===== src/source/sdCardPkg.sv =====
package sdCardPkg;

    // ==================================================
    // Field widths
    // ==================================================
    typedef logic [5:0]  cmdIndexT;
    typedef logic [31:0] cmdArgT;
    typedef logic [15:0] rcaT;
    typedef logic [6:0]  crc7T;
    typedef logic [15:0] crc16T;
    typedef logic [3:0]  datT;

    // ==================================================
    // Command indices
    // ==================================================
    localparam cmdIndexT cmdGoIdle    = 6'd0;
    localparam cmdIndexT cmdSendRca   = 6'd3;
    localparam cmdIndexT cmdSelect    = 6'd7;
    localparam cmdIndexT cmdIfCond    = 6'd8;
    localparam cmdIndexT cmdStop      = 6'd12;
    localparam cmdIndexT cmdReadMulti = 6'd18;
    localparam cmdIndexT cmdAppCmd    = 6'd55;
    localparam cmdIndexT acmdOpCond   = 6'd41;

    // Command and response frames on CMD
    localparam int frameBits = 48;

    // Response payloads
    localparam logic [15:0] statusRca = 16'h0520;
    localparam cmdArgT      statusR1  = 32'h0000_0900;
    // Busy bit set, card powered up and ready
    localparam cmdArgT      ocrReady  = 32'hC1FF_8080;
    localparam cmdIndexT    r3Index   = 6'h3F;

    typedef struct packed {
        cmdIndexT index;
        cmdArgT   arg;
    } cmdFrameT;

    typedef struct packed {
        cmdIndexT index;
        cmdArgT   arg;
        logic     crcOnes;
    } respFrameT;

endpackage


===== src/source/sdCrc7.sv =====
`timescale 1ns/10ps

module sdCrc7 (
    input  logic             clk,
    input  logic             rst_,
    input  logic             clear,
    input  logic             enable,
    input  logic             din,
    output sdCardPkg::crc7T  crc
);
    sdCardPkg::crc7T base;
    sdCardPkg::crc7T crcNext;
    logic fb;

    // Clear together with enable starts a fresh CRC with din
    assign base = clear ? '0 : crc;
    assign fb = din ^ base[6];
    // x^7 + x^3 + 1
    assign crcNext = {base[5:3], base[2] ^ fb, base[1:0], fb};

    always_ff @(posedge clk) begin
        if (!rst_) begin
            crc <= '0;
        end else if (enable) begin
            crc <= crcNext;
        end else if (clear) begin
            crc <= '0;
        end
    end

endmodule


===== src/source/sdCrc16.sv =====
`timescale 1ns/10ps

module sdCrc16 (
    input  logic              clk,
    input  logic              rst_,
    input  logic              clear,
    input  logic              enable,
    input  logic              din,
    output sdCardPkg::crc16T  crc
);
    sdCardPkg::crc16T base;
    sdCardPkg::crc16T crcNext;
    logic fb;

    assign base = clear ? '0 : crc;
    assign fb = din ^ base[15];
    // x^16 + x^12 + x^5 + 1
    assign crcNext = {base[14:12], base[11] ^ fb, base[10:5], base[4] ^ fb, base[3:0], fb};

    always_ff @(posedge clk) begin
        if (!rst_) begin
            crc <= '0;
        end else if (enable) begin
            crc <= crcNext;
        end else if (clear) begin
            crc <= '0;
        end
    end

endmodule


===== src/source/sdCmdReceiver.sv =====
`timescale 1ns/10ps

module sdCmdReceiver (
    input  logic                 clk,
    input  logic                 rst_,
    input  logic                 cmdIn,
    output logic                 cmdValid,
    output sdCardPkg::cmdFrameT  cmdFrame
);
    localparam int crcBits = sdCardPkg::frameBits - 8;

    typedef enum logic {stIdle, stReceive} stateT;

    stateT state;
    logic [5:0] bitCnt;
    logic [sdCardPkg::frameBits-2:0] shiftReg;
    logic [sdCardPkg::frameBits-1:0] frame;
    logic lastBit;
    logic frameOk;
    logic crcEnable;
    sdCardPkg::crc7T crc;

    // Whole frame as seen in the cycle of the end bit
    assign frame = {shiftReg, cmdIn};
    assign lastBit = (state == stReceive) && (bitCnt == 6'(sdCardPkg::frameBits - 1));

    // Transmission bit, CRC7 and end bit
    assign frameOk = frame[sdCardPkg::frameBits-2] && (frame[7:1] == crc) && frame[0];

    // Start bit plus the next 39 bits feed the CRC
    assign crcEnable = ((state == stIdle) && !cmdIn) ||
                       ((state == stReceive) && (bitCnt < 6'(crcBits)));

    sdCrc7 crcInst (
        .clk    (clk),
        .rst_   (rst_),
        .clear  (state == stIdle),
        .enable (crcEnable),
        .din    (cmdIn),
        .crc    (crc)
    );

    always_ff @(posedge clk) begin
        shiftReg <= frame[sdCardPkg::frameBits-2:0];
        if (lastBit) begin
            cmdFrame.index <= frame[45:40];
            cmdFrame.arg   <= frame[39:8];
        end
    end

    always_ff @(posedge clk) begin
        if (!rst_) begin
            state    <= stIdle;
            bitCnt   <= '0;
            cmdValid <= 1'b0;
        end else begin
            cmdValid <= lastBit && frameOk;
            case (state)
                stIdle: begin
                    if (!cmdIn) begin
                        state  <= stReceive;
                        bitCnt <= 6'd1;
                    end
                end
                stReceive: begin
                    bitCnt <= bitCnt + 6'd1;
                    if (lastBit) begin
                        state <= stIdle;
                    end
                end
                default: state <= stIdle;
            endcase
        end
    end

endmodule


===== src/source/sdCmdHandler.sv =====
`timescale 1ns/10ps

module sdCmdHandler #(
    parameter sdCardPkg::rcaT cardRca = 16'hAAAA
) (
    input  logic                  clk,
    input  logic                  rst_,
    input  logic                  cmdValid,
    input  sdCardPkg::cmdFrameT   cmdFrame,
    input  logic                  respDone,
    output logic                  respValid,
    output sdCardPkg::respFrameT  respFrame,
    output logic                  readActive
);
    sdCardPkg::rcaT rca;
    logic appCmd;
    logic respHit;
    logic pendStart;
    logic pendStop;
    sdCardPkg::respFrameT respNext;

    // ==================================================
    // Response decode
    // ==================================================
    always_comb begin
        respHit = 1'b0;
        respNext.index = cmdFrame.index;
        respNext.arg = sdCardPkg::statusR1;
        respNext.crcOnes = 1'b0;
        if (appCmd && (cmdFrame.index == sdCardPkg::acmdOpCond)) begin
            // R3 carries no real index or CRC
            respHit = 1'b1;
            respNext.index = sdCardPkg::r3Index;
            respNext.arg = sdCardPkg::ocrReady;
            respNext.crcOnes = 1'b1;
        end else begin
            case (cmdFrame.index)
                sdCardPkg::cmdSendRca: begin
                    respHit = 1'b1;
                    respNext.arg = {cardRca, sdCardPkg::statusRca};
                end
                sdCardPkg::cmdSelect: respHit = (cmdFrame.arg[31:16] == rca);
                sdCardPkg::cmdIfCond: begin
                    respHit = 1'b1;
                    respNext.arg = {20'd0, cmdFrame.arg[11:0]};
                end
                sdCardPkg::cmdStop, sdCardPkg::cmdReadMulti, sdCardPkg::cmdAppCmd: begin
                    respHit = 1'b1;
                end
                default: respHit = 1'b0;
            endcase
        end
    end

    always_ff @(posedge clk) begin
        if (cmdValid) begin
            respFrame <= respNext;
        end
    end

    // ==================================================
    // Card state and read control
    // ==================================================
    always_ff @(posedge clk) begin
        if (!rst_) begin
            rca        <= '0;
            appCmd     <= 1'b0;
            respValid  <= 1'b0;
            pendStart  <= 1'b0;
            pendStop   <= 1'b0;
            readActive <= 1'b0;
        end else begin
            respValid <= cmdValid && respHit;
            // Read starts or stops once its response is on the wire
            if (respDone) begin
                if (pendStart) begin
                    readActive <= 1'b1;
                end
                if (pendStop) begin
                    readActive <= 1'b0;
                end
                pendStart <= 1'b0;
                pendStop  <= 1'b0;
            end
            if (cmdValid) begin
                // Flag lives for one command only
                appCmd <= (cmdFrame.index == sdCardPkg::cmdAppCmd);
                if (cmdFrame.index == sdCardPkg::cmdGoIdle) begin
                    rca <= '0;
                end
                if (cmdFrame.index == sdCardPkg::cmdSendRca) begin
                    rca <= cardRca;
                end
                if (respHit) begin
                    pendStart <= !appCmd && (cmdFrame.index == sdCardPkg::cmdReadMulti);
                    pendStop  <= !appCmd && (cmdFrame.index == sdCardPkg::cmdStop);
                end
            end
        end
    end

endmodule


===== src/source/sdRespSender.sv =====
`timescale 1ns/10ps

module sdRespSender #(
    parameter int respDelay = 2
) (
    input  logic                  clk,
    input  logic                  rst_,
    input  logic                  respValid,
    input  sdCardPkg::respFrameT  respFrame,
    output logic                  cmdOut,
    output logic                  cmdOe,
    output logic                  respDone
);
    localparam int dlyW = $clog2(respDelay + 2);
    // Start, transmission, index and argument
    localparam int bodyBits = sdCardPkg::frameBits - 8;

    typedef enum logic [1:0] {stIdle, stDelay, stShift} stateT;

    stateT state;
    logic [dlyW-1:0] dlyCnt;
    logic [5:0] bitCnt;
    logic [5:0] nextIdx;
    logic drive;
    logic [bodyBits-1:0] txSr;
    logic crcOnes;
    sdCardPkg::crc7T crc;

    // drive marks an edge that puts bit nextIdx on CMD
    always_comb begin
        drive = 1'b0;
        nextIdx = '0;
        case (state)
            // At least one idle cycle, even for a zero delay
            stDelay: drive = (dlyCnt <= dlyW'(1));
            stShift: begin
                drive = (bitCnt != 6'(sdCardPkg::frameBits - 1));
                nextIdx = bitCnt + 6'd1;
            end
            default: drive = 1'b0;
        endcase
    end

    sdCrc7 crcInst (
        .clk    (clk),
        .rst_   (rst_),
        .clear  (state != stShift),
        .enable (drive && (nextIdx < 6'(bodyBits))),
        .din    (txSr[bodyBits-1]),
        .crc    (crc)
    );

    always_ff @(posedge clk) begin
        if ((state == stIdle) && respValid) begin
            txSr    <= {2'b00, respFrame.index, respFrame.arg};
            crcOnes <= respFrame.crcOnes;
        end else if (drive && (nextIdx < 6'(bodyBits))) begin
            txSr <= txSr << 1;
        end
    end

    always_ff @(posedge clk) begin
        if (!rst_) begin
            state    <= stIdle;
            dlyCnt   <= '0;
            bitCnt   <= '0;
            cmdOut   <= 1'b1;
            cmdOe    <= 1'b0;
            respDone <= 1'b0;
        end else begin
            respDone <= 1'b0;
            case (state)
                stIdle: begin
                    if (respValid) begin
                        state  <= stDelay;
                        dlyCnt <= dlyW'(respDelay);
                    end
                end
                stDelay: begin
                    if (drive) begin
                        state <= stShift;
                    end else begin
                        dlyCnt <= dlyCnt - dlyW'(1);
                    end
                end
                stShift: begin
                    // End bit was on the line, release CMD
                    if (!drive) begin
                        state    <= stIdle;
                        cmdOe    <= 1'b0;
                        cmdOut   <= 1'b1;
                        respDone <= 1'b1;
                    end
                end
                default: state <= stIdle;
            endcase
            if (drive) begin
                cmdOe  <= 1'b1;
                bitCnt <= nextIdx;
                if (nextIdx < 6'(bodyBits)) begin
                    cmdOut <= txSr[bodyBits-1];
                end else if (nextIdx < 6'(sdCardPkg::frameBits - 1)) begin
                    cmdOut <= crcOnes | crc[sdCardPkg::frameBits - 2 - nextIdx];
                end else begin
                    cmdOut <= 1'b1;
                end
            end
        end
    end

endmodule


===== src/source/sdReadSender.sv =====
`timescale 1ns/10ps

module sdReadSender #(
    parameter int blockBytes = 8
) (
    input  logic            clk,
    input  logic            rst_,
    input  logic            readActive,
    output sdCardPkg::datT  datOut,
    output logic            datOe
);
    localparam int dataBits = blockBytes * 8;
    localparam int cntW = $clog2(dataBits > 16 ? dataBits : 16);

    typedef enum logic [2:0] {stIdle, stStart, stData, stCrc, stEnd, stGap} stateT;

    stateT state;
    stateT stateNext;
    logic [cntW-1:0] cnt;
    logic [cntW-1:0] cntNext;
    logic [7:0] byteVal;
    logic dataBit;
    sdCardPkg::datT crcBits;

    // state and cnt describe what is on DAT in the current cycle
    always_comb begin
        stateNext = state;
        cntNext = cnt + cntW'(1);
        case (state)
            stIdle: begin
                cntNext = '0;
                if (readActive) begin
                    stateNext = stStart;
                end
            end
            stStart: begin
                stateNext = stData;
                cntNext = '0;
            end
            stData: begin
                if (cnt == cntW'(dataBits - 1)) begin
                    stateNext = stCrc;
                    cntNext = '0;
                end
            end
            stCrc: begin
                if (cnt == cntW'(15)) begin
                    stateNext = stEnd;
                    cntNext = '0;
                end
            end
            stEnd: begin
                stateNext = stGap;
                cntNext = '0;
            end
            stGap: begin
                if (cnt == cntW'(1)) begin
                    stateNext = readActive ? stStart : stIdle;
                    cntNext = '0;
                end
            end
            default: stateNext = stIdle;
        endcase
    end

    // Counting bytes, MSB first
    assign byteVal = 8'(cntNext >> 3);
    assign dataBit = byteVal[~cntNext[2:0]];

    for (genvar lane = 0; lane < 4; lane++) begin : genLane
        sdCardPkg::crc16T laneCrc;

        sdCrc16 crcInst (
            .clk    (clk),
            .rst_   (rst_),
            .clear  (state == stStart),
            .enable (stateNext == stData),
            .din    (dataBit),
            .crc    (laneCrc)
        );

        assign crcBits[lane] = laneCrc[4'hF - cntNext[3:0]];
    end

    always_ff @(posedge clk) begin
        if (!rst_) begin
            state  <= stIdle;
            cnt    <= '0;
            datOe  <= 1'b0;
            datOut <= 4'hF;
        end else begin
            state <= stateNext;
            cnt   <= cntNext;
            datOe <= (stateNext inside {stStart, stData, stCrc, stEnd});
            case (stateNext)
                stStart: datOut <= 4'h0;
                stData:  datOut <= {4{dataBit}};
                stCrc:   datOut <= crcBits;
                default: datOut <= 4'hF;
            endcase
        end
    end

endmodule


===== src/source/sdCardEmu.sv =====
`timescale 1ns/10ps

module sdCardEmu #(
    parameter sdCardPkg::rcaT cardRca = 16'hAAAA,
    parameter int respDelay = 2,
    parameter int blockBytes = 8
) (
    input  logic            clk,
    input  logic            rst_,
    input  logic            cmdIn,
    // DAT pin input, kept for pin compatibility only
    input  sdCardPkg::datT  datIn,
    output logic            cmdOut,
    output logic            cmdOe,
    output sdCardPkg::datT  datOut,
    output logic            datOe
);
    logic cmdValid;
    sdCardPkg::cmdFrameT cmdFrame;
    logic respValid;
    sdCardPkg::respFrameT respFrame;
    logic respDone;
    logic readActive;

    // ==================================================
    // CMD line
    // ==================================================
    sdCmdReceiver cmdReceiverInst (
        .clk      (clk),
        .rst_     (rst_),
        .cmdIn    (cmdIn),
        .cmdValid (cmdValid),
        .cmdFrame (cmdFrame)
    );

    sdCmdHandler #(.cardRca(cardRca)) cmdHandlerInst (
        .clk        (clk),
        .rst_       (rst_),
        .cmdValid   (cmdValid),
        .cmdFrame   (cmdFrame),
        .respDone   (respDone),
        .respValid  (respValid),
        .respFrame  (respFrame),
        .readActive (readActive)
    );

    sdRespSender #(.respDelay(respDelay)) respSenderInst (
        .clk       (clk),
        .rst_      (rst_),
        .respValid (respValid),
        .respFrame (respFrame),
        .cmdOut    (cmdOut),
        .cmdOe     (cmdOe),
        .respDone  (respDone)
    );

    // ==================================================
    // DAT lines
    // ==================================================
    sdReadSender #(.blockBytes(blockBytes)) readSenderInst (
        .clk        (clk),
        .rst_       (rst_),
        .readActive (readActive),
        .datOut     (datOut),
        .datOe      (datOe)
    );

endmodule


===== config.mk =====
export PLATFORM = sky130hd
export DESIGN_NAME = sdCardEmu
export DESIGN_NICKNAME = d
export VERILOG_FILES = /design/src/source/sdCardPkg.sv /design/src/source/sdCrc7.sv /design/src/source/sdCrc16.sv /design/src/source/sdCmdReceiver.sv /design/src/source/sdCmdHandler.sv /design/src/source/sdRespSender.sv /design/src/source/sdReadSender.sv /design/src/source/sdCardEmu.sv
export SDC_FILE = /design/constraint.sdc
export NUM_CORES = 1
export LEC_CHECK = 0
export BUFFER_PORTS_ARGS = -buffer_cell sky130_fd_sc_hd__buf_2
export CORE_UTILIZATION = 25
export DETAILED_ROUTE_END_ITERATION = 10
export GPL_ROUTABILITY_DRIVEN = 0
export HOLD_SLACK_MARGIN = 0.08
export MAX_ROUTING_LAYER = met4
export PLACE_DENSITY = 0.5
export SETUP_SLACK_MARGIN = 0.05
export SLEW_MARGIN = 10
export SYNTH_ARGS = -nofsm -noshare
export SYNTH_HDL_FRONTEND = slang
export SYNTH_HIERARCHICAL = 1
export SYNTH_SLANG_ARGS = --single-unit

===== constraint.sdc =====
create_clock -name clk -period 4.1 [get_ports clk]
set_clock_uncertainty 0.15 [all_clocks]
set_input_delay 1.025 -clock clk [delete_from_list [all_inputs] [get_ports clk]]
set_output_delay 1.025 -clock clk [all_outputs]
set_load 0.02 [all_outputs]

==> impl.org <==
** Power
- Sequential cell fraction of total power :: 0.515
- Dividing total power by cell area gives a power density of 426 mW/mm^2.
- Fraction of power consumed by combinational cells :: 0.028
- Static power due to leakage :: ~4.2 nW
- The share of total power dissipated in the clock network is 0.457.
- Maximum vdd ir drop :: 0.000204 V
- Internal Pwr Total :: approximately 4.2 mW
- Of the total power, the share spent switching nets is 0.208.
- Switching pwr :: 1.12 mW

** GRT
- The first global-routing pass estimated 34.7 mm of wire.
- Aggregate global routing overflow :: 0
- The number of global-route vias before repair was between 6000 and 7000.
- Aggregate global-route resource usage :: 0.0967
- The initial antenna violation count was 1.
- Entering global routing, the biggest net connects 77 pins.

** Clock network
- In this run the deepest clock path goes through 3 buffers.
- Clock-pin slew was measured on the worst setup and hold paths at 0.06 ns.
- Buffers inserted by post-CTS timing repair :: 0
- After clock tree synthesis, the repair step resized 0 gates.
- Number of hold buffers added after cts :: 0
- TritonCTS clock tree :: built
- In this run the number of H-tree levels came out at 1.
- The clock net in this run drives a total of 262 sinks.
- Buffers inserted during clock tree synthesis total 26.
- Clock insertion delay at the later pin of the skew report :: 0.55 ns
- In this run the clock root is driven by a sky130_fd_sc_hd__clkbuf_16.

** Timing
- Setup violations remaining at the end of the flow were counted as 0.
- Derived from the worst setup path, the maximum achievable clock frequency is 304 MHz.
- For the pin with the worst max-slew slack, the measured transition is 0.831 ns.
- Final worst-path cycle share :: 0.802
- Total negative slack :: 0 ns
- Unrepaired setup endpoints after global routing :: no
- Min Clock Period, post-route :: 3.29 ns
- The max-slew violation count came to 0.
- The worst pin sits at a relative slew slack of 0.442.
- The final hold violation count was 0.

** Layout
- Counting the fill cells in the layout gives between 4000 and 5000.
- In the final layout, the share of cells above drive strength 1 is 0.153.
- The finished cells cover 0.0126 sq mm.
- Summing all multi-input logic gate instances after layout gives ~0.0045 sq mm.
- Layout area overhead :: 13.0%
- In the final layout, flip-flops and latches occupy 0.00620 sq mm.
- Final nets :: 957

** Floorplan
- Initial core utilization :: 0.253
- The core region is about 0.044 sq mm.
- The floorplan step defined a die boundary enclosing 0.0454 sq mm.
- The initialized floorplan defines between 70 and 80 standard-cell rows.
- In this run the horizontal extent of the chip is between 200 and 250 microns.
- Boundary Pins :: 14
- Die span in y :: 213 microns

** Routing
- Total vias in the final route :: roughly 6900
- For this block, the routed nets add up to 21.2 mm of wire.
- The detailed router finished its first iteration with 404 violations.
- # DRC :: 0
- Dividing the detail-routed wire length by the instance count gives 13.7 microns.
- The detail route stage leaves a number of antenna-violating nets equal to 0.
- Before antenna repair, the detailed router went through 4 iterations.
- Using the TritonRoute via totals, the vias-per-cell ratio works out to approximately 4.4.

** Worst hold path
- In this run the most critical hold path is launched from cmdReceiverInst/shiftReg[22].
- HP Class :: reg2reg

** Setup path
- Crit path DAT :: 3.56 ns
- CP bufs+invs :: 2
- Data on the critical path is required at its endpoint by 4.37 ns.
- Critical path launch point type :: register
- The worst setup path is captured at a register.
- Crit path largest cell delay :: 0.39 ns
- The setup path with the least slack is of type reg2reg.
- In this design, the largest share of critical-path delay is due to simple AND/OR/NAND/NOR gates.
- Crit Path Max Fanout :: 76
- Reg-to-reg startpoint :: readSenderInst/cnt[0]
- Crit path from :: readSenderInst/cnt[0]
- For this design, the slowest cell found on the critical path is sky130_fd_sc_hd__nor4b_2.
- List of cells traversed by the critical path :: buf_4, ha_1, nor2b_1, nor4b_2, and3b_1, o211ai_1, nor2b_4, buf_12, nor2_1, a311o_1

** Placed design
- Post-DP HPWL :: 13.3 mm
- Placed cell area :: about 0.012 sq mm
- During placement, the flow inserted port buffers numbering 9.

** Synthesis
- Synthesis produced a netlist whose cell count is about 950.
- Average footprint of a synthesized cell :: between 10 and 15 sq um
- Total standard cell area after synthesis :: 0.0111 sq mm
- For this run, the number of Yosys warnings is 6.

** Flow run
- Maxcap violations :: 0

** Outcome
- Status :: finished, final reports clean
## layer usage
| metal | GRT usage | part of all wire |
|---|---|---|
| met4 | 0.0369 | 0.028 |
| met2 | 0.145 | 0.43 |
| met3 | 0.0144 | 0.041 |
| met1 | 0.131 | 0.50 |
| met5 | - | 0 |
## power groups by stage
stage          Sequential [mW]  Clock, mW  Combinational (mW)
2_1_floorplan             2.81          0               0.120
3_3_place_gp              2.82          0               0.150
3_5_place_dp              2.82          0               0.150
4_1_cts                   2.76       2.55               0.152
5_1_grt                   2.77       2.64               0.169
6_report                  2.76       2.45               0.151
## worst register-to-register path, delay by kind of cell, from the launching register on
family | cells | cell delay (ns)
buffers and inverters | 2 | 0.60
and+or+nand+nor | 5 | 1.33
adders and majority gates | 1 | 0.18
DFF | 1 | 0.33
AOI/OAI and AO/OA | 2 | 0.59
## state kept, by name, indices dropped and copies added (netlist names), 2 cells and up
name / cells
cmdHandlerInst/respFrame: 22
cmdReceiverInst/bitCnt: 6
cmdReceiverInst/cmdFrame: 34
cmdReceiverInst/crcInst/crc: 7
cmdReceiverInst/shiftReg: 46
readSenderInst/cnt: 6
readSenderInst/datOut: 4
readSenderInst/genLane.crcInst/crc: 64
readSenderInst/state: 3
respSenderInst/bitCnt: 6
respSenderInst/crcInst/crc: 7
respSenderInst/dlyCnt: 2
respSenderInst/state: 2
respSenderInst/txSr: 40
## final timing paths
| kind | to | slack, ns | depth (start not counted) |
|---|---|---|---|
| max | readSenderInst/genLane[2].crcInst/crc[5] | 0.81 | 10 |
| max reg2reg | readSenderInst/genLane[2].crcInst/crc[5] | 0.81 | 10 |
| min reg2reg | cmdReceiverInst/shiftReg[23] | 0.18 | 0 |
| min | cmdReceiverInst/shiftReg[23] | 0.18 | 0 |
## per-stage QoR
step / setup slack (ns) / total power [mW] / hold WS [ns] / utilization / cells
after floorplan: 1.16 / 2.93 / 0.160 / - / 951
after global placement: 0.888 / 2.97 / 0.162 / 0.265 / 1504
after detailed placement: 0.856 / 2.97 / 0.165 / 0.265 / 1504
after CTS: 0.831 / 5.46 / 0.180 / 0.285 / 1551
after global routing: 0.614 / 5.57 / 0.183 / 0.286 / 1552
final: 0.814 / 5.37 / 0.176 / 0.286 / 1552
## placed cells by master, fill, tap and decap left out, drive strengths merged, types with 9 or more instances in the layout
| master | n |
|---|---|
| ha | 10 |
| xnor2 | 20 |
| inv | 26 |
| and4 | 10 |
| buf | 22 |
| and3 | 15 |
| edfxtp | 95 |
| clkbuf | 38 |
| a21boi | 11 |
| a211oi | 9 |
| nor2 | 98 |
| a21oi | 28 |
| o21ai | 19 |
| nor2b | 12 |
| nand3 | 19 |
| and2 | 13 |
| o211ai | 11 |
| nand2b | 16 |
| mux2 | 38 |
| nand2 | 37 |
| mux2i | 102 |
| dfxtp | 167 |
## final cells by class
| class | instances | area share |
|---|---|---|
| Tap cell | 592 | 0.0588 |
| Antenna cell | 1 | 0.000199 |
| Clock buffer | 38 | 0.0625 |
| Sequential cell | 262 | 0.492 |
| Inverter | 26 | 0.00775 |
| Multi-Input combinational cell | 602 | 0.358 |
| Clock inverter | 9 | 0.00894 |
| Timing Repair Buffer | 22 | 0.0123 |
(Power assumes the default switching activity.)
